--- src/calc_pkg.sv ---
// shared widths, types, state encodings and segment table for the calculator RTL
package calc_pkg;

    localparam int BUTTON_WIDTH = 5;
    localparam int SWITCH_WIDTH = 15;

    // button indices, lowest index has priority
    localparam int BTN_LEFT  = 0;
    localparam int BTN_RIGHT = 1;
    localparam int BTN_UP    = 2;
    localparam int BTN_DOWN  = 3;
    localparam int BTN_MID   = 4;

    // switch indices of the supported operations
    localparam int OP_ADD = 0;
    localparam int OP_SUB = 1;
    localparam int OP_MUL = 2;

    typedef logic [BUTTON_WIDTH-1:0] button_t;
    typedef logic [SWITCH_WIDTH-1:0] switch_t;
    typedef logic [3:0]              bcd_t;
    typedef logic [7:0]              seg_t;
    typedef logic [3:0]              ctrl_t;
    typedef logic signed [20:0]      result_t;
    typedef logic [19:0]             mag_t;
    typedef bcd_t [6:0]              bcd_word_t;

    // display codes beyond the decimal digits
    localparam bcd_t CODE_BLANK = 4'd10;
    localparam bcd_t CODE_MINUS = 4'd11;

    typedef struct packed {
        logic sign;
        bcd_t d2;
        bcd_t d1;
        bcd_t d0;
    } operand_t;

    typedef enum logic [1:0] {
        OP_NONE,
        ADD,
        SUB,
        MUL
    } op_t;

    typedef enum logic [2:0] {
        IDLE,
        INPUT_A,
        INPUT_B,
        EXE,
        CONVERT,
        DISPLAY
    } ctrl_state_t;

    typedef enum logic [1:0] {
        CUR_DIGIT0,
        CUR_DIGIT1,
        CUR_DIGIT2,
        CUR_SIGN
    } cursor_t;

    // active low segments, dp in bit 0
    localparam seg_t SEG_TABLE [16] = '{
        8'b0000_0011, 8'b1001_1111, 8'b0010_0101, 8'b0000_1101,
        8'b1001_1001, 8'b0100_1001, 8'b0100_0001, 8'b0001_1111,
        8'b0000_0001, 8'b0001_1001, 8'b1111_1111, 8'b1111_1101,
        8'b1111_1111, 8'b1111_1111, 8'b1111_1111, 8'b1111_1111
    };

endpackage

--- src/button_conditioner.sv ---
// debounces the board buttons and emits one prioritized single-cycle pulse per press
module button_conditioner
    import calc_pkg::*;
#(
    parameter int DEBOUNCE_CYCLES = 2 ** 16
) (
    input  logic    clk,
    input  logic    arst_n,
    input  button_t board_button,
    output button_t press
);

    localparam int CNT_W = $clog2(DEBOUNCE_CYCLES + 1);

    logic [CNT_W-1:0] stable_cnt [BUTTON_WIDTH];
    button_t          level;
    button_t          level_d;
    button_t          rise;
    button_t          press_next;

    always_ff @(posedge clk or negedge arst_n) begin
        if (!arst_n) begin
            for (int i = 0; i < BUTTON_WIDTH; i++) begin
                stable_cnt[i] <= '0;
            end
            level   <= '0;
            level_d <= '0;
            press   <= '0;
        end else begin
            // level follows the input only after it held for the full count
            for (int i = 0; i < BUTTON_WIDTH; i++) begin
                if (board_button[i] == level[i]) begin
                    stable_cnt[i] <= '0;
                end else if (stable_cnt[i] == CNT_W'(DEBOUNCE_CYCLES - 1)) begin
                    stable_cnt[i] <= '0;
                    level[i]      <= board_button[i];
                end else begin
                    stable_cnt[i] <= stable_cnt[i] + 1'b1;
                end
            end
            level_d <= level;
            press   <= press_next;
        end
    end

    assign rise = level & ~level_d;

    // a held lower button masks every higher one
    always_comb begin
        press_next = '0;
        for (int i = 0; i < BUTTON_WIDTH; i++) begin
            press_next[i] = rise[i] & ~(|(level & button_t'((1 << i) - 1)));
        end
    end

    a_press_onehot: assert property (@(posedge clk) disable iff (!arst_n) $onehot0(press));

endmodule

--- src/operand_entry.sv ---
// digit entry for one operand: cursor FSM plus three decimal digits and a sign
module operand_entry
    import calc_pkg::*;
(
    input  logic        clk,
    input  logic        arst_n,
    input  ctrl_state_t state,
    input  logic        entry_clear,
    input  button_t     press,
    output operand_t    entry
);

    cursor_t cursor;
    logic    live;
    logic    step;

    // up wraps 9 to 0, down wraps 0 to 9
    function automatic bcd_t step_digit(bcd_t d, logic up);
        bcd_t nxt;
        if (up) begin
            nxt = (d == bcd_t'(9)) ? bcd_t'(0) : d + bcd_t'(1);
        end else begin
            nxt = (d == bcd_t'(0)) ? bcd_t'(9) : d - bcd_t'(1);
        end
        return nxt;
    endfunction

    assign live = (state == INPUT_A) || (state == INPUT_B);
    assign step = press[BTN_UP] | press[BTN_DOWN];

    always_ff @(posedge clk or negedge arst_n) begin
        if (!arst_n) begin
            cursor <= CUR_DIGIT0;
            entry  <= '0;
        end else if (entry_clear) begin
            cursor <= CUR_DIGIT0;
            entry  <= '0;
        end else if (live) begin
            // left walks toward the sign, right back to digit 0
            if (press[BTN_LEFT] && cursor != CUR_SIGN) begin
                cursor <= cursor_t'(cursor + 2'd1);
            end else if (press[BTN_RIGHT] && cursor != CUR_DIGIT0) begin
                cursor <= cursor_t'(cursor - 2'd1);
            end

            if (step) begin
                case (cursor)
                    CUR_DIGIT0: entry.d0 <= step_digit(entry.d0, press[BTN_UP]);
                    CUR_DIGIT1: entry.d1 <= step_digit(entry.d1, press[BTN_UP]);
                    CUR_DIGIT2: entry.d2 <= step_digit(entry.d2, press[BTN_UP]);
                    default:    entry.sign <= ~entry.sign;
                endcase
            end
        end
    end

    a_digit_range: assert property (
        @(posedge clk) disable iff (!arst_n)
        (entry.d0 <= bcd_t'(9)) && (entry.d1 <= bcd_t'(9)) && (entry.d2 <= bcd_t'(9))
    );

endmodule

--- src/calc_control.sv ---
// main sequencing FSM: entry, capture, execute, conversion and display paging
module calc_control
    import calc_pkg::*;
(
    input  logic        clk,
    input  logic        arst_n,
    input  button_t     press,
    input  logic        result_valid,
    input  mag_t        magnitude,
    input  logic        invalid,
    input  logic        conv_done,
    output ctrl_state_t state,
    output logic        entry_clear,
    output logic        capture_a,
    output logic        capture_b,
    output logic        page,
    output logic        exe_done,
    output logic [2:0]  display_stage
);

    ctrl_state_t state_next;
    logic        mid;
    logic        two_pages;
    logic        page_step;

    assign mid = press[BTN_MID];

    // first mid press in display turns the page when there is a second one
    assign page_step = (state == DISPLAY) && mid && !page && two_pages && !invalid;

    always_comb begin
        case (state)
            IDLE:    state_next = INPUT_A;
            INPUT_A: state_next = mid ? INPUT_B : INPUT_A;
            INPUT_B: state_next = mid ? EXE : INPUT_B;
            EXE:     state_next = CONVERT;
            CONVERT: state_next = conv_done ? DISPLAY : CONVERT;
            DISPLAY: state_next = (mid && !page_step) ? INPUT_A : DISPLAY;
            default: state_next = IDLE;
        endcase
    end

    assign capture_a   = (state == INPUT_A) && mid;
    assign capture_b   = (state == INPUT_B) && mid;
    assign entry_clear = (state_next != state) && (state_next inside {INPUT_A, INPUT_B, EXE});

    always_ff @(posedge clk or negedge arst_n) begin
        if (!arst_n) begin
            state     <= IDLE;
            page      <= 1'b0;
            two_pages <= 1'b0;
        end else begin
            state <= state_next;
            if (page_step) begin
                page <= 1'b1;
            end else if (state_next != DISPLAY) begin
                page <= 1'b0;
            end
            if (result_valid) begin
                two_pages <= (magnitude >= mag_t'(1000));
            end
        end
    end

    assign exe_done      = (state == DISPLAY);
    assign display_stage = {2'b00, page} + 3'd1;

    // the execute unit answers exactly one cycle after the EXE state
    a_result_timing: assert property (
        @(posedge clk) disable iff (!arst_n) result_valid |-> $past(state) == EXE
    );

endmodule

--- src/calc_execute.sv ---
// operand and switch capture, op decode, BCD to binary and single-cycle arithmetic
module calc_execute
    import calc_pkg::*;
(
    input  logic     clk,
    input  logic     arst_n,
    input  switch_t  board_switch,
    input  operand_t entry,
    input  logic     capture_a,
    input  logic     capture_b,
    output logic     result_valid,
    output mag_t     magnitude,
    output logic     negative,
    output logic     invalid
);

    operand_t a_q;
    operand_t b_q;
    switch_t  sw_q;
    logic     pending;
    op_t      op;
    result_t  a_val;
    result_t  b_val;
    result_t  result;

    function automatic result_t to_binary(operand_t opnd);
        result_t value;
        value = result_t'(opnd.d2) * 21'sd100 + result_t'(opnd.d1) * 21'sd10
              + result_t'(opnd.d0);
        return opnd.sign ? -value : value;
    endfunction

    always_ff @(posedge clk or negedge arst_n) begin
        if (!arst_n) begin
            sw_q         <= '0;
            pending      <= 1'b0;
            result_valid <= 1'b0;
        end else begin
            if (capture_b) begin
                sw_q <= board_switch;
            end
            pending      <= capture_b;
            result_valid <= pending;
        end
    end

    always_ff @(posedge clk) begin
        if (capture_a) begin
            a_q <= entry;
        end
        if (capture_b) begin
            b_q <= entry;
        end
        // -0 operands come out as plain zero here
        if (pending) begin
            negative  <= result[20];
            magnitude <= result[20] ? mag_t'(-result) : mag_t'(result);
        end
    end

    // lowest raised switch picks the op
    always_comb begin
        op = OP_NONE;
        if (sw_q[OP_ADD]) begin
            op = ADD;
        end else if (sw_q[OP_SUB]) begin
            op = SUB;
        end else if (sw_q[OP_MUL]) begin
            op = MUL;
        end
    end

    always_comb begin
        a_val = to_binary(a_q);
        b_val = to_binary(b_q);
        case (op)
            ADD:     result = a_val + b_val;
            SUB:     result = a_val - b_val;
            MUL:     result = a_val * b_val;
            default: result = '0;
        endcase
    end

    assign invalid = (op == OP_NONE);

endmodule

--- src/bin_to_bcd.sv ---
// iterative shift-and-add-3 conversion of the result magnitude into seven BCD digits
module bin_to_bcd
    import calc_pkg::*;
(
    input  logic      clk,
    input  logic      arst_n,
    input  logic      start,
    input  mag_t      magnitude,
    output bcd_word_t bcd,
    output logic      conv_done
);

    localparam int STEPS = $bits(mag_t);
    localparam int CNT_W = $clog2(STEPS);

    mag_t             shift_q;
    logic [CNT_W-1:0] step_cnt;
    logic             busy;
    logic [27:0]      adjusted;

    // add 3 to every digit of 5 or more before the shift
    always_comb begin
        for (int i = 0; i < 7; i++) begin
            adjusted[4*i +: 4] = (bcd[i] >= bcd_t'(5)) ? bcd[i] + bcd_t'(3) : bcd[i];
        end
    end

    assign conv_done = busy && (step_cnt == CNT_W'(STEPS - 1));

    always_ff @(posedge clk or negedge arst_n) begin
        if (!arst_n) begin
            busy     <= 1'b0;
            step_cnt <= '0;
            bcd      <= '0;
        end else if (start) begin
            busy     <= 1'b1;
            step_cnt <= '0;
            bcd      <= '0;
        end else if (busy) begin
            bcd      <= {adjusted[26:0], shift_q[STEPS-1]};
            step_cnt <= step_cnt + 1'b1;
            if (conv_done) begin
                busy <= 1'b0;
            end
        end
    end

    always_ff @(posedge clk) begin
        if (start) begin
            shift_q <= magnitude;
        end else if (busy) begin
            shift_q <= shift_q << 1;
        end
    end

endmodule

--- src/seven_seg_scan.sv ---
// multiplexed four-digit display driver with paging, blanking and segment decode
module seven_seg_scan
    import calc_pkg::*;
#(
    parameter int SCAN_DIV_BITS = 10
) (
    input  logic        clk,
    input  logic        arst_n,
    input  ctrl_state_t state,
    input  operand_t    entry,
    input  bcd_word_t   bcd,
    input  logic        negative,
    input  logic        invalid,
    input  logic        page,
    output ctrl_t       digit_ctrl,
    output seg_t        digit_seg
);

    logic [SCAN_DIV_BITS-1:0] div_cnt;
    logic                     tick;
    logic [1:0]               pos;
    ctrl_state_t              state_q;
    logic                     state_change;
    logic [6:0]               lead_blank;
    bcd_word_t                shown;
    logic                     upper_used;
    logic                     in_entry;
    logic                     enable;
    bcd_t                     code;

    assign tick         = &div_cnt;
    assign state_change = (state != state_q);

    // scan restarts at position 0 whenever the control state moves
    always_ff @(posedge clk or negedge arst_n) begin
        if (!arst_n) begin
            div_cnt <= '0;
            pos     <= '0;
            state_q <= IDLE;
        end else begin
            state_q <= state;
            if (state_change) begin
                div_cnt <= '0;
                pos     <= '0;
            end else begin
                div_cnt <= div_cnt + 1'b1;
                if (tick) begin
                    pos <= pos + 2'd1;
                end
            end
        end
    end

    // leading zeros blank, digit 0 always shows
    always_comb begin
        lead_blank[6] = (bcd[6] == bcd_t'(0));
        for (int i = 5; i >= 1; i--) begin
            lead_blank[i] = lead_blank[i+1] && (bcd[i] == bcd_t'(0));
        end
        lead_blank[0] = 1'b0;
        for (int i = 0; i < 7; i++) begin
            shown[i] = lead_blank[i] ? CODE_BLANK : bcd[i];
        end
    end

    // digit 3 or above in use means the value needs two pages
    assign upper_used = ~lead_blank[3];

    assign in_entry = (state == INPUT_A) || (state == INPUT_B);
    assign enable   = in_entry || ((state == DISPLAY) && !invalid);

    always_comb begin
        code = CODE_BLANK;
        if (in_entry) begin
            case (pos)
                2'd0:    code = entry.d0;
                2'd1:    code = entry.d1;
                2'd2:    code = entry.d2;
                default: code = entry.sign ? CODE_MINUS : CODE_BLANK;
            endcase
        end else if (state == DISPLAY) begin
            if (page) begin
                code = shown[pos];
            end else if (pos == 2'd3) begin
                code = negative ? CODE_MINUS : CODE_BLANK;
            end else if (upper_used) begin
                code = shown[pos + 3'd4];
            end else begin
                code = shown[pos];
            end
        end
    end

    assign digit_ctrl = enable ? ~(ctrl_t'(1) << pos) : '1;
    assign digit_seg  = SEG_TABLE[code];

endmodule

--- src/calc_top.sv ---
// board top of the calculator; connects buttons and switches to the seven-segment display
module calc_top
    import calc_pkg::*;
#(
    parameter int DEBOUNCE_CYCLES = 2 ** 16,
    parameter int SCAN_DIV_BITS   = 10
) (
    input  logic       clk,
    input  logic       arst_n,
    input  button_t    board_button,
    input  switch_t    board_switch,
    output ctrl_t      digit_ctrl,
    output seg_t       digit_seg,
    output logic       exe_done,
    output logic [2:0] display_stage
);

    button_t     press;
    ctrl_state_t state;
    logic        entry_clear;
    logic        capture_a;
    logic        capture_b;
    logic        page;
    operand_t    entry;
    logic        result_valid;
    mag_t        magnitude;
    logic        negative;
    logic        invalid;
    bcd_word_t   bcd;
    logic        conv_done;

    button_conditioner #(
        .DEBOUNCE_CYCLES(DEBOUNCE_CYCLES)
    ) button_i (
        .clk(clk), .arst_n(arst_n), .board_button(board_button), .press(press)
    );

    calc_control control_i (
        .clk(clk), .arst_n(arst_n), .press(press), .result_valid(result_valid),
        .magnitude(magnitude), .invalid(invalid), .conv_done(conv_done), .state(state),
        .entry_clear(entry_clear), .capture_a(capture_a), .capture_b(capture_b),
        .page(page), .exe_done(exe_done), .display_stage(display_stage)
    );

    operand_entry entry_i (
        .clk(clk), .arst_n(arst_n), .state(state), .entry_clear(entry_clear),
        .press(press), .entry(entry)
    );

    calc_execute execute_i (
        .clk(clk), .arst_n(arst_n), .board_switch(board_switch), .entry(entry),
        .capture_a(capture_a), .capture_b(capture_b), .result_valid(result_valid),
        .magnitude(magnitude), .negative(negative), .invalid(invalid)
    );

    bin_to_bcd convert_i (
        .clk(clk), .arst_n(arst_n), .start(result_valid), .magnitude(magnitude),
        .bcd(bcd), .conv_done(conv_done)
    );

    seven_seg_scan #(
        .SCAN_DIV_BITS(SCAN_DIV_BITS)
    ) scan_i (
        .clk(clk), .arst_n(arst_n), .state(state), .entry(entry), .bcd(bcd),
        .negative(negative), .invalid(invalid), .page(page),
        .digit_ctrl(digit_ctrl), .digit_seg(digit_seg)
    );

endmodule

--- config.mk ---
export PLATFORM = sky130hd
export DESIGN_NAME = calc_top
export DESIGN_NICKNAME = d
export VERILOG_FILES = /design/src/calc_pkg.sv /design/src/button_conditioner.sv /design/src/operand_entry.sv /design/src/calc_control.sv /design/src/calc_execute.sv /design/src/bin_to_bcd.sv /design/src/seven_seg_scan.sv /design/src/calc_top.sv
export SDC_FILE = /design/constraint.sdc
export NUM_CORES = 1
export LEC_CHECK = 0
export BUFFER_PORTS_ARGS = -buffer_cell sky130_fd_sc_hd__clkbuf_2
export CAP_MARGIN = 40
export CORE_ASPECT_RATIO = 0.9
export CORE_UTILIZATION = 36
export CTS_CLUSTER_DIAMETER = 30
export DETAILED_ROUTE_END_ITERATION = 8
export PLACE_DENSITY_LB_ADDON = 0.15
export SLEW_MARGIN = 20
export SYNTH_ARGS = -nofsm -noshare
export SYNTH_HDL_FRONTEND = slang
export SYNTH_SLANG_ARGS = --single-unit
--- constraint.sdc ---
create_clock -name clk -period 23.3 [get_ports clk]
set_input_delay 2.33 -clock clk [delete_from_list [all_inputs] [get_ports clk]]
set_output_delay 2.33 -clock clk [all_outputs]
set_load 0.01 [all_outputs]
==> Word level (Yosys, flattened, before mapping) <==
Memory sizes are Yosys's and may differ from the RTL's.
Index checks and enable logic that the tools add are counted.
Widths: inputs -> output; s select.
{ "op_classes": {"addsub": 34, "n_mul": 5, "magnitude_cmp": 11, "eq_ne": 35, "n_shift": 1, "n_mux": 84, "bitwise_logic": 19, "reduce_logical": 61} }
{ "op_table": {"columns": ["cell", "n"], "rows": [
  ["$mux 17", 10],
  ["$mux 4", 32],
  ["$add 17x1->17 const B", 5],
  ["$eq 17x16->1 const B", 5],
  ["$add 21x21->21", 3],
  ["$pmux 21 s3", 1],
  ["$mux 20", 3],
  ["$mux 28", 2],
  ["$add 21x5->21", 2],
  ["$mux 21", 2],
  ["$neg 21->21", 2],
  ["$mux 13", 3],
  ["$logic_not 4->1", 9],
  ["$ge 4x3->1 const B", 7],
  ["$add 4x2->4 const B", 6],
  ["$mul 21x21->21", 1],
  ["$sub 21x21->21", 1],
  ["$ge 20x10->1 const B", 1],
  ["$mux 2", 10],
  ["$neg 20->20", 1],
  ["$mul 4x5->9 const B", 2],
  ["$pmux 3 s6", 1],
  ["$reduce_bool 2->1", 9],
  ["$logic_and 1x1->1", 17],
  ["other kinds (52)", 115]
]} }
{ "totals": {"regBits": 241, "mem_bits_ro": 128, "in_bits": 22, "output_inout_bits": 16, "wordCells": 297, "memories": 1} }
{ "mem_list": {"columns": ["name", "words", "word_bits", "read_ports", "rd_ports_with_merged_regs", "wr", "line_no", "rtl"], "rows": [
  ["(name not given)", 16, 8, 1, 0, 0, "seven_seg_scan.sv:95", "assign digit_seg = SEG_TABLE[code];"]
]} }

==> Depth between registers and ports, before layout <==
Gate-level depths: netlist (run 1).
{ "depth": {"ltp_word": 18, "depth_mapped": 42, "ltp_nobuf": 40} }

==> Hierarchy <==
Synthesis (run 1) repeated with hierarchy kept, for this count alone.
{ "hier_totals": {"cells_unflattened": 2607, "area_unflattened_um2": 24101.9} }
{ "by_module_without_submodules": {"columns": ["mod", "n_inst", "cells_each", "area_per_inst_um2", "seq_area_each_um2"], "rows": [
  ["calc_execute", 1, 1521, 13227.7, 1536.5],
  ["button_conditioner", 1, 451, 4657.0, 2502.4],
  ["bin_to_bcd", 1, 261, 2870.3, 1451.4],
  ["seven_seg_scan", 1, 171, 1577.8, 375.4],
  ["operand_entry", 1, 163, 1423.9, 375.4],
  ["calc_control", 1, 40, 345.3, 125.1]
]} }

==> Worst setup path after synthesis (run 1) <==
No wires, ideal clock.
{ "synth_path": {"path_kind": "register -> register", "startpoint": "register execute_i.a_q[5] in the netlist's numbering", "endpoint": "register execute_i.magnitude[7] (data pin)", "setup_ps": 266, "arrival_ps": 9963, "required_time_ps": 23034, "slack_ps": 13071, "stages_incl_launch_ff": 42, "path_buffers": 3, "period_less_slack_ps": 10229, "cell_sequence": "edfxtp_1 > ha_1 > ha_1 > inv_1 > fa_1 > xnor2_1 > ha_1 > ha_1 > or3_1 > a21oi_1 > nor2_1 > xnor2_1 > nor4_4 > a21oi_1 > clkbuf_1 > clkbuf_1 > nand2_1 > fa_1 > (+6 left out) > inv_1 > fa_1 > inv_1 > fa_1 > inv_1 > fa_1 > inv_1 > ha_1 > a21oi_1 > o21ai_0 > a21o_1 > a21oi_1 > xnor3_2 > mux2i_4 > buf_6 > o22ai_1 > xnor2_1 > nor2_1"} }
{ "synth_between": {"elab_chain_cells": 9, "elab_cells_between_ends": 11, "cone_classes": "6 x add/sub; 2 x mul; 3 x mux"} }
{ "synth_lines": {"columns": ["item", "line_no", "rtl"], "rows": [
  ["from (decl)", "calc_execute.sv:17", "operand_t a_q;"],
  ["from (signal assigned)", "calc_execute.sv:49", "a_q <= entry;"],
  ["$mul 4x3->7 *", "calc_execute.sv:28", "value = result_t'(opnd.d2) * 21'sd100 + result_t'(opnd.d1) * 21'sd10"],
  ["$add 21x21->21 *", "calc_execute.sv:28", null],
  ["$add 21x5->21 *", "calc_execute.sv:29", "+ result_t'(opnd.d0);"],
  ["$neg 21->21", "calc_execute.sv:30", "return opnd.sign ? -value : value;"],
  ["$mux 21 *", "calc_execute.sv:30", null],
  ["$mul 21x21->21 (tied with other cells)", "calc_execute.sv:79", "MUL: result = a_val * b_val;"],
  ["$pmux 21 s3 *", "calc_execute.sv:76", "case (op)"],
  ["$neg 20->20", "calc_execute.sv:57", "magnitude <= result[20] ? mag_t'(-result) : mag_t'(result);"],
  ["$mux 20 *", "calc_execute.sv:57", null],
  ["to (signal assigned)", "calc_execute.sv:57", null],
  ["to (decl)", "calc_execute.sv:12", "output mag_t magnitude,"]
]} }
Every way passes the cells marked *; elsewhere a longest branch is shown, timed or not.
A chain may end at the register's enable or synchronous reset.

==> Worst setup path in the final report (run 1) <==
{ "layout_path": {"startpoint": "register execute_i.b_q[5] in the netlist's numbering", "endpoint": "register execute_i.magnitude[9] (data pin)"} }
{ "layout_between": {"elab_chain_cells": 9, "elab_cells_between_ends": 11, "cone_classes": "6 x add/sub; 2 x mul; 3 x mux"} }
{ "layout_lines": {"columns": ["item", "line_no", "rtl"], "rows": [
  ["from (decl)", "calc_execute.sv:18", "operand_t b_q;"],
  ["from (signal assigned)", "calc_execute.sv:52", "b_q <= entry;"],
  ["$mul 4x3->7 *", "calc_execute.sv:28", null],
  ["$add 21x21->21 *", "calc_execute.sv:28", null],
  ["$add 21x5->21 *", "calc_execute.sv:29", null],
  ["$neg 21->21", "calc_execute.sv:30", null],
  ["$mux 21 *", "calc_execute.sv:30", null],
  ["$mul 21x21->21 (tied with other cells)", "calc_execute.sv:79", null],
  ["$pmux 21 s3 *", "calc_execute.sv:76", null],
  ["$neg 20->20", "calc_execute.sv:57", null],
  ["$mux 20 *", "calc_execute.sv:57", null]
]} }
Marked as above.

==> out/qor.txt, run 1 <==
outcome: complete, no violations
startpoint of the worst hold path: button_i.level_d[0]
total wire length: 56.1 mm
area share of the largest cell type after synthesis: 18.8%
final period utilization: 48.3%
Fmax achieved: 88.8 MHz
iteration-0 DRC count of the detailed router: 921
placed wire-length estimate after detailed placement: 41.8 mm
Mapped Area: 23,200 µm²
area growth from synthesis to layout: 13.3%
hold endpoint: button_i.press[0]
Top Ports: 38
Leak Pwr: 12.2 nW
initial core utilization: 36.7%
most common cell after layout, fill and taps aside: sky130_fd_sc_hd__inv_1
number of rows created at floorplan: 87
Worst Hold Class: flop to flop
number of antenna violations at the first check in global routing: 1
Critical Setup Path Class: flop to flop
clock slew at reported path FFs: 60 ps
routability cong.: 0.842
library cell occupying the most area in the post-synthesis netlist: sky130_fd_sc_hd__dfrtp_1
die width: 269 µm
worst clock skew: 35.6 ps
Antenna Cells: 0
CTS sink cnt: 241
number of buffers added for setup after CTS: 0
GRT Residual Overflow: 0
Port Buffer Count: 23
proportion of register bits with asynchronous set or reset after synthesis: 72.2%
critical path's largest stage delay: 550 ps
number of global-route vias before repair: 17,900
setup tns final: 0 ps
Num CTS Buffers: 50
number of instances on the worst hold path: 1
post-synthesis cell type count: 90
Post-Syn Area per Cell: 8.94 µm²
final number of max-transition violations: 0
TritonCTS clock tree: done
arrival time reported for the critical path endpoint: 11,550 ps
max-cap violation count: 0
Filler Cell Count: 6,317
hold bufs inserted after CTS: 0
global-route wire length before repair: 93.4 mm
later-pin clock latency in the skew report: 560 ps
fraction of final layout cells sized beyond drive strength 1: 8.61%
Worst Setup Start Kind: flop
clock tree buffer depth: 3
Pre-antenna DRT Iters: 5
count of mapped cells out of synthesis: 2,592
worst path required time: 23,590 ps
peak supply drop: 0.0571 mV
post-cts gate resize count: 0
Reg2Reg Setup Slack: 12,030 ps
most frequent cell on the critical path: sky130_fd_sc_hd__ha_1
total routing resource utilization after global routing: 17.4%
pin count of the biggest net entering global routing: 67
detailed-route DRC error count: 0
Critical Path Slowest Stage Cell: sky130_fd_sc_hd__fa_1
post-layout util: 41.6%
placeable core region: 63,100 µm²
headroom to the max-slew limit: 47.1%
cell at the root of the clock tree: sky130_fd_sc_hd__clkbuf_16
count of flip-flops with a built-in enable after synthesis: 67
dominant cells by area after synthesis: sky130_fd_sc_hd__dfrtp_1, sky130_fd_sc_hd__fa_1, sky130_fd_sc_hd__ha_1, sky130_fd_sc_hd__edfxtp_1, sky130_fd_sc_hd__inv_1
net count after synthesis: 2,993
overall via count from detail_route: 17,600
sequential cell area fraction in the yosys report: 27.5%
flip-flop and latch count after synthesis: 241
Reg-to-Reg Start: execute_i.b_q[5]
Via density: 5.03
CTS H-tree lvls: 2
DIE AREA: 65,400 µm²
fin crit period: 11,270 ps
Final setup viols: 0
crit path max fanout: 19
worst reg2reg path endpoint: execute_i.magnitude[9]
most used flip-flop cell after synthesis: sky130_fd_sc_hd__dfrtp_1
commonest non-fill, non-tap cells in the layout: sky130_fd_sc_hd__inv_1, sky130_fd_sc_hd__nor2_1, sky130_fd_sc_hd__nand2_1, sky130_fd_sc_hd__ha_1, sky130_fd_sc_hd__dfrtp_1
Setup crit end kind: flop
cells on worst reg2reg path: 37
hold violation total from the final report: 0
number of nets with antenna violations after detailed routing: 0
power per cell area: 46.1 nW/µm²
count of synthesis-stage warnings from yosys: 0
slew of the pin with the lowest slew margin: 794 ps
unrepaired setup endpoints after global routing: no
die extent in y: 243 µm
nets: 3,021
average wire per cell in the routed design: 16.0 µm
## metal layers
| metal | vias up | track usage (%) | share of wire [%] |
|---|---|---|---|
| met3 | 66 | 3.23 | 5.5 |
| li1 | 8593 | - | - |
| met5 | - | 0 | 0 |
| met2 | 339 | 27.6 | 45 |
| met4 | 0 | 3.74 | 1.6 |
| met1 | 8621 | 24.7 | 48 |
## sequential cells by signal, indices dropped and copies added (netlist names), 2 cells and up
register,count
convert_i.shift_q,20
button_i.level_d,5
scan_i.pos,2
entry_i.cursor,2
scan_i.state_q,3
execute_i.b_q,13
button_i.press,5
convert_i.step_cnt,5
button_i.stable_cnt,85
convert_i.bcd,28
execute_i.a_q,13
scan_i.div_cnt,10
execute_i.magnitude,20
control_i.state,3
entry_i.entry,13
execute_i.sw_q,3
button_i.level,5
## power breakdown
part           leakage (nW)  switching, mW  internal [mW]
Sequential             2.82        0.00210          0.436
Clock                 0.886          0.247          0.510
Combinational          8.50         0.0110        0.00415
Total                  12.2          0.260          0.950
## cells in the mapped netlist, types with 72 or more instances
cell type,count
sky130_fd_sc_hd__fa_1,166
sky130_fd_sc_hd__nor2_1,280
sky130_fd_sc_hd__o21ai_0,101
sky130_fd_sc_hd__a21oi_1,100
sky130_fd_sc_hd__inv_1,369
sky130_fd_sc_hd__xnor2_1,141
sky130_fd_sc_hd__clkbuf_1,74
sky130_fd_sc_hd__nand3_1,72
sky130_fd_sc_hd__dfrtp_1,174
sky130_fd_sc_hd__nand2_1,251
sky130_fd_sc_hd__ha_1,213
sky130_fd_sc_hd__xor2_1,79
## layout make-up
class / count / area (µm²) / share of cell area, %
Multi-Input combinational cell: 1889 / 15000 / 57.3
Clock inverter: 35 / 472 / 1.80
Clock buffer: 58 / 1350 / 5.16
Inverter: 370 / 1390 / 5.29
Sequential cell: 241 / 6370 / 24.3
Tap cell: 845 / 1060 / 4.03
Timing Repair Buffer: 68 / 559 / 2.13
## kinds of logic (layout without fill, tap and decap cells)
group | count (synthesis) | count (layout) | synth area share (%)
AO/OA/AOI/OAI | 374 | 374 | 10.4
XOR/XNOR | 227 | 227 | 8.92
adder cells (fa/ha/maj) | 379 | 379 | 25.8
buffers and inverters | 462 | 531 | 7.66
flip-flops | 241 | 241 | 27.5
multiplexers | 51 | 51 | 2.41
other | 2 | 2 | 0.0324
AND/OR/NAND/NOR | 856 | 856 | 17.3
## how the worst max path moves through the flow
| stage | to | slack [ps] | cells after the start | startpoint |
|---|---|---|---|---|
| after CTS | execute_i.magnitude[10] | 12040 | 40 | execute_i.a_q[5] |
| after global routing | execute_i.magnitude[9] | 11370 | 37 | execute_i.b_q[5] |
| after global placement | execute_i.magnitude[9] | 12150 | 37 | execute_i.b_q[5] |
| after detailed placement | execute_i.magnitude[9] | 12100 | 40 | execute_i.a_q[5] |
| after floorplan | execute_i.magnitude[7] | 13070 | 41 | execute_i.a_q[5] |
| final | execute_i.magnitude[9] | 12030 | 37 | execute_i.b_q[5] |
## worst max-delay path, delay by kind of cell, from the launching register on
kind,cells,cell delay [ps]
adders and majority gates,13,5210
AOI/OAI and AO/OA,9,2020
xor gates and xnor gates,4,1320
and+or+nand+nor,6,1310
muxes,1,530
DFF,1,420
buffers and inverters,4,180
## through the flow
stage / hold slack (ps) / setup slack (ps) / cell area [µm²] / total power, mW / cells
finish: 393 / 12030 / 26200 / 1.21 / 3506
global placement: 389 / 12150 / 24200 / 0.459 / 3397
global route: 404 / 11370 / 26200 / 1.25 / 3506
CTS: 396 / 12040 / 26200 / 1.23 / 3501
detailed placement: 388 / 12100 / 24300 / 0.460 / 3408
floorplan: 352 / 13070 / 23200 / 0.451 / 2592
Power figures use the tool's default switching activity.
==> inputs of run 2 (changes only) <==
==> constraint.sdc (replaced) <==
create_clock -name clk -period 10.86 [get_ports clk]
set_input_delay 1.086 -clock clk [delete_from_list [all_inputs] [get_ports clk]]
set_output_delay 1.086 -clock clk [all_outputs]
set_load 0.01 [all_outputs]
==> run 2 against run 1 <==
  * Core utilization increased by 0.80 points
  * Highest routed layer unchanged
  * First-iteration DRC count increased by 19%
  * Sequential power increased by 110%
  * Critical endpoint is now execute_i.magnitude[14]
  * Routed wire length about the same
  * Via count increased by 1.0%
==> out/qor.txt, run 2 (synthesis gave the netlist of run 1 again) <==
outcome: complete, no violations
final number of max-transition violations: 0 (unchanged)
worst path required time: 11,120 ps (-12,470 ps)
Critical Path Slowest Stage Cell: sky130_fd_sc_hd__fa_1
Pre-antenna DRT Iters: 5 (unchanged)
number of antenna violations at the first check in global routing: 1 (unchanged)
average wire per cell in the routed design: 15.7 µm (-1.8%)
routability cong.: 0.860 (+2.2%)
number of nets with antenna violations after detailed routing: 0 (unchanged)
critical path's largest stage delay: 560 ps (about the same)
number of placed instances, taps included: 3,475 (+2.0%)
max-cap violation count: 0 (unchanged)
global-route wire length before repair: 92.6 mm (-0.92%)
Filler Cell Count: 6,247 (-1.1%)
Port Buffer Count: 23 (unchanged)
top register by number of flip-flops: button_i.stable_cnt
detailed-route DRC error count: 0 (unchanged)
fraction of final layout cells sized beyond drive strength 1: 11.6% (+3.0 points)
headroom to the max-slew limit: 45.3% (-1.8 points)
die extent in y: 243 µm (unchanged)
most frequent cell on the critical path: sky130_fd_sc_hd__fa_1
unrepaired setup endpoints after global routing: no
DIE AREA: 65,400 µm² (unchanged)
crit path max fanout: 19 (unchanged)
registers with the most flip-flops: button_i.stable_cnt: 85 flops, convert_i.bcd: 28 flops
later-pin clock latency in the skew report: 570 ps (about the same)
most common cell after layout, fill and taps aside: sky130_fd_sc_hd__inv_1
Final setup viols: 0 (unchanged)
hold violation total from the final report: 0 (unchanged)
commonest non-fill, non-tap cells in the layout: sky130_fd_sc_hd__inv_1, sky130_fd_sc_hd__nor2_1, sky130_fd_sc_hd__nand2_1, sky130_fd_sc_hd__ha_1, sky130_fd_sc_hd__dfrtp_1
final period utilization: 95.1% (+47 points)
clock slew at reported path FFs: 50 ps (about the same)
post-layout util: 42.4% (+0.80 points)
placed wire-length estimate after detailed placement: 43.7 mm (+4.6%)
CTS sink cnt: 241 (unchanged)
arrival time reported for the critical path endpoint: 10,590 ps (-960 ps)
clock tree buffer depth: 3 (unchanged)
minimum hold slack: 402 ps (+9.61 ps)
number of global-route vias before repair: 17,800 (-0.46%)
TritonCTS clock tree: done
Critical Setup Path Class: flop to flop
die width: 269 µm (unchanged)
Leak Pwr: 12.5 nW (+2.3%)
total wire length: 56.1 mm (about the same)
cell at the root of the clock tree: sky130_fd_sc_hd__clkbuf_16
number of rows created at floorplan: 87 (unchanged)
non-filler instance count after layout: 3,574 (+1.9%)
overall via count from detail_route: 17,800 (+1.0%)
iteration-0 DRC count of the detailed router: 1,096 (+19%)
GRT Residual Overflow: 0 (unchanged)
Antenna Cells: 0 (unchanged)
CTS H-tree lvls: 2 (unchanged)
Setup crit end kind: flop
area growth from synthesis to layout: 15.4%
gr busiest metal: met2
Num CTS Buffers: 46 (-8.0%)
Top Ports: 38 (unchanged)
global-route track usage on met2: 27.5% (-0.13 points)
hold bufs inserted after CTS: 0 (unchanged)
Largest register FFs: 85 (unchanged)
Worst Setup Start Kind: flop
Worst Hold Class: flop to flop
fraction of met3 tracks used by global routing: 2.50% (-0.72 points)
Via density: 4.98 (-0.91%)
met1 usage: 24.9% (+0.19 points)
initial core utilization: 36.7% (unchanged)
pin count of the biggest net entering global routing: 55 (-18%)
peak supply drop: 0.186 mV (+230%)
worst clock skew: 53.0 ps (+17.4 ps)
power per cell area: 89.6 nW/µm² (+94%)
Fmax achieved: 96.8 MHz (+9.0%)
nets: 3,092 (+2.4%)
total routing resource utilization after global routing: 17.2% (-0.21 points)
slew of the pin with the lowest slew margin: 815 ps (+21.5 ps)
fin crit period: 10,330 ps (-934 ps)
placeable core region: 63,100 µm² (unchanged)
-- run 2: cell types whose count changed in the layout (fill, tap and decap cells not counted), moves of 4 or more --
cell | before | now
sky130_fd_sc_hd__buf_4 | 35 | 103
sky130_fd_sc_hd__clkinv_2 | 9 | 5
sky130_fd_sc_hd__buf_12 | 1 | 6
sky130_fd_sc_hd__bufinv_16 | 8 | 3
sky130_fd_sc_hd__clkbuf_16 | 52 | 46
sky130_fd_sc_hd__clkinvlp_4 | 5 | 9
sky130_fd_sc_hd__o21ai_0 | 100 | 94
-- run 2: path summary, 6_finish.rpt --
check / slack [ps] / start / endpoint / depth (start not counted)
min in group asynchronous: 480 / arst_n / entry_i.entry[2] / 1
min reg2reg: 400 / button_i.level_d[4] / button_i.press[4] / 1
max: 530 / execute_i.a_q[9] / execute_i.magnitude[14] / 40
max reg2reg: 530 / execute_i.a_q[9] / execute_i.magnitude[14] / 40
max in group asynchronous: 8660 / arst_n / button_i.stable_cnt[32] / 4
min: 400 / button_i.level_d[4] / button_i.press[4] / 1
-- run 2: critical path: cells and delay by family, from the launching register on --
kind                     cells  cell delay [ps]
AND/OR/NAND/NOR              4              710
flip-flops                   1              440
adder cells (fa/ha/maj)     13             5380
buffers and inverters        9              790
XOR/XNOR                     4              800
AO/OA/AOI/OAI                9             1690
multiplexers                 1              210
-- run 2: area by class of cell --
| class | count | area, µm² | area share (%) |
|---|---|---|---|
| Multi-Input combinational cell | 1889 | 15100 | 56.6 |
| Sequential cell | 241 | 6370 | 23.8 |
| Tap cell | 845 | 1060 | 3.95 |
| Clock inverter | 32 | 374 | 1.40 |
| Inverter | 370 | 1390 | 5.19 |
| Timing Repair Buffer | 143 | 1190 | 4.46 |
| Clock buffer | 54 | 1220 | 4.57 |
-- run 2: what timing repair did --
| action | 4_1_cts | 5_1_grt |
|---|---|---|
| resized for setup | 1 | 26 |
| buffers inserted | 1 | 7 |
| endpoints found under the setup margin | 15 | 20 |
| pin swaps | 0 | 9 |
-- run 2: routing by layer --
| metal | part of all wire (%) | wire [µm] | up-vias |
|---|---|---|---|
| met2 | 45 | 25500 | 293 |
| met3 | 4.4 | 2480 | 53 |
| met5 | 0 | 0 | - |
| met4 | 1.4 | 769 | 0 |
| li1 | - | - | 8729 |
| met1 | 49 | 27400 | 8723 |
-- run 2: power breakdown --
part           total, mW  internal, mW  leakage [nW]  switching, mW
Sequential         0.939         0.934          2.82        0.00436
Clock               1.43         0.899         0.753          0.527
Combinational     0.0318       0.00884          8.92         0.0230
Total               2.40          1.84          12.5          0.554
-- run 2: stage by stage --
| step | setup WS, ps | TNS, ps | instance area (µm²) | power, mW |
|---|---|---|---|---|
| 5_1_grt | 15.6 | 0 | 26700 | 2.48 |
| 6_report | 529 | 0 | 26700 | 2.40 |
| 3_3_place_gp | -7.32 | -7.32 | 24700 | 0.985 |
| 2_1_floorplan | 631 | 0 | 23200 | 0.967 |
| 4_1_cts | 75.2 | 0 | 26500 | 2.43 |
| 3_5_place_dp | 8.78 | 0 | 24900 | 0.988 |
==> inputs of run 3 (changes only) <==
--- a/config.mk
+++ b/config.mk
@@ -11,7 +11,7 @@
 export CORE_UTILIZATION = 36
 export CTS_CLUSTER_DIAMETER = 30
 export DETAILED_ROUTE_END_ITERATION = 8
-export PLACE_DENSITY_LB_ADDON = 0.15
+export PLACE_DENSITY = 0.62
 export SLEW_MARGIN = 20
 export SYNTH_ARGS = -nofsm -noshare
 export SYNTH_HDL_FRONTEND = slang
==> run 3 against run 2 <==
  * Routed wire length shrank 9.0%
  * Highest routed layer unchanged
  * Clock-buffer cell count grew 2
  * Setup slack got worse by 51 ps
  * Critical path depth did not move
  * Via count shrank 2.6%
  * Critical endpoint unchanged
  * Final area down 0.92%
  * Global-route usage is 1.5 points lower
  * Clock skew is 13 ps lower
  * Core utilization fell by 0.39 points
  * Flip-flop and latch count unchanged
  * Hold slack worse by 8.3 ps
==> out/qor.txt, run 3 (synthesis gave the netlist of run 1 again) <==
Num CTS Buffers: 48 (+4.3%)
Pre-antenna DRT Iters: 6 (+1)
commonest non-fill, non-tap cells in the layout: sky130_fd_sc_hd__inv_1, sky130_fd_sc_hd__nor2_1, sky130_fd_sc_hd__nand2_1, sky130_fd_sc_hd__ha_1, sky130_fd_sc_hd__dfrtp_1
part of the total power dissipated in the clock network: 60.8% (+1.3 points)
post-route standard cell area excluding fillers: 26,500 µm² (-0.92%)
area growth from synthesis to layout: 14.4%
GRT Residual Overflow: 0 (unchanged)
Critical Setup Path Class: flop to flop
Antenna Cells: 0 (unchanged)
detailed-route DRC error count: 0 (unchanged)
registers with the most flip-flops: button_i.stable_cnt: 85 flops, convert_i.bcd: 28 flops
Setup crit end kind: flop
nets: 3,061 (-1.0%)
TritonCTS clock tree: done
net switching power: 0.543 mW (-2.1%)
peak supply drop: 0.123 mV (-34%)
fraction of final layout cells sized beyond drive strength 1: 10.5% (-1.1 points)
internal power: 1.93 mW (+5.0%)
crit path max fanout: 19 (unchanged)
switching part of the total: 21.9% (-1.2 points)
CTS sink cnt: 241 (unchanged)
headroom to the max-slew limit: 42.6% (-2.7 points)
Worst Hold Class: flop to flop
number of rows created at floorplan: 87 (unchanged)
die width: 269 µm (unchanged)
non-filler instance count after layout: 3,543 (-0.87%)
final number of max-transition violations: 0 (unchanged)
Final setup viols: 0 (unchanged)
hold bufs inserted after CTS: 0 (unchanged)
initial core utilization: 36.7% (unchanged)
Via density: 4.90 (-1.7%)
Largest register FFs: 85 (unchanged)
max-cap violation count: 0 (unchanged)
hold violation total from the final report: 0 (unchanged)
DIE AREA: 65,400 µm² (unchanged)
combinational power share: 1.3% (about the same)
minimum hold slack: 394 ps (-8.32 ps)
Port Buffer Count: 23 (unchanged)
slew of the pin with the lowest slew margin: 857 ps (+42.0 ps)
arrival time reported for the critical path endpoint: 10,650 ps (+60 ps)
overall via count from detail_route: 17,300 (-2.6%)
Sequential Power Share: 37.9% (-1.3 points)
worst path required time: 11,120 ps (about the same)
number of placed instances, taps included: 3,440 (-1.0%)
most frequent cell on the critical path: sky130_fd_sc_hd__fa_1
Critical Path Slowest Stage Cell: sky130_fd_sc_hd__fa_1
clock slew at reported path FFs: 50 ps (about the same)
post-detailed-placement cell area: 24,600 µm² (-1.4%)
total wire length: 51.1 mm (-9.0%)
top register by number of flip-flops: button_i.stable_cnt
average wire per cell in the routed design: 14.4 µm (-8.2%)
cell at the root of the clock tree: sky130_fd_sc_hd__clkbuf_16
placed wire-length estimate after detailed placement: 39.0 mm (-11%)
placeable core region: 63,100 µm² (unchanged)
final period utilization: 95.6% (+0.47 points)
critical path's largest stage delay: 530 ps (-30 ps)
Top Ports: 38 (unchanged)
outcome: complete, no violations
most common cell after layout, fill and taps aside: sky130_fd_sc_hd__inv_1
die extent in y: 243 µm (unchanged)
worst clock skew: 39.6 ps (-13.5 ps)
Filler Cell Count: 6,312 (+1.0%)
iteration-0 DRC count of the detailed router: 964 (-12%)
clock tree buffer depth: 3 (unchanged)
routability cong.: 0.877 (+2.0%)
Leak Pwr: 12.4 nW (-1.0%)
global-route wire length before repair: 85.3 mm (-7.8%)
Worst Setup Start Kind: flop
power per cell area: 93.5 nW/µm² (+4.3%)
later-pin clock latency in the skew report: 560 ps (about the same)
number of antenna violations at the first check in global routing: 0 (-1)
number of nets with antenna violations after detailed routing: 0 (unchanged)
total routing resource utilization after global routing: 15.7% (-1.5 points)
CTS H-tree lvls: 2 (unchanged)
number of global-route vias before repair: 16,800 (-5.6%)
fin crit period: 10,380 ps (+50.6 ps)
Fmax achieved: 96.3 MHz (-0.49%)
pin count of the biggest net entering global routing: 68 (+24%)
run 3: cell count changes in the layout (fill, tap and decap cells not counted), sizes merged:
cell           before  now
buf               120   87
bufinv              3    5
clkbuf             77   78
clkdlybuf4s15       0    1
clkinv             12   17
clkinvlp            9    4
inv               378  376
run 3: power groups by stage:
stage	clock [mW]	combinational [mW]	sequential, mW
2_1_floorplan	0	0.0130	0.954
3_3_place_gp	0	0.0305	0.955
3_5_place_dp	0	0.0317	0.955
4_1_cts	1.54	0.0318	0.939
5_1_grt	1.59	0.0389	0.939
6_report	1.51	0.0328	0.939
run 3: cell type report:
type                    instances  area (µm²)  area share [%]
multi-input cells            1889       15100            57.1
well taps                     845        1060            3.99
clock buffers                  56        1300            4.91
clock inverters                32         390            1.47
flip-flops and latches        241        6370            24.0
inverters                     370        1390            5.24
repair buffers                110         862            3.25
run 3: timing repair:
item | 4_1_cts | 5_1_grt
setup buffers | 0 | 9
endpoints found under the setup margin | 0 | 20
resized for setup | 0 | 23
run 3: layer usage:
layer	vias to the layer above	GRT usage [%]	routed length (µm)
li1	8675	-	-
met1	8299	23.0	25200
met2	302	23.7	21900
met3	67	3.02	2860
met4	0	3.73	1040
met5	-	0	0
run 3: worst paths after layout:
| check | startpoint | end | slack, ps | depth (start not counted) |
|---|---|---|---|---|
| max in group asynchronous | arst_n | execute_i.result_valid | 9510 | 3 |
| min reg2reg | button_i.level_d[2] | button_i.press[2] | 390 | 1 |
| min in group asynchronous | arst_n | button_i.stable_cnt[1] | 470 | 1 |
| max reg2reg | execute_i.a_q[5] | execute_i.magnitude[14] | 480 | 40 |
| min | button_i.level_d[2] | button_i.press[2] | 390 | 1 |
| max | execute_i.a_q[5] | execute_i.magnitude[14] | 480 | 40 |
run 3: per-stage QoR:
step           total power [mW]  worst slack [ps]  setup TNS (ps)  utilization, %
2_1_floorplan             0.967               631               0               -
3_3_place_gp              0.985               193               0            38.8
3_5_place_dp              0.986               108               0            38.9
4_1_cts                    2.51              88.5               0            41.6
5_1_grt                    2.57             -19.8           -90.0            42.0
6_report                   2.48               478               0            42.0
run 3: worst max-delay path, delay by kind of cell (launching register included):
kind            cells  cell delay [ps]
fa+ha+maj          13             5330
simple gates        4              950
compound gates      8             1480
buf+inv            10              930
flops               1              400
mux                 1              220
xor+xnor            4              770
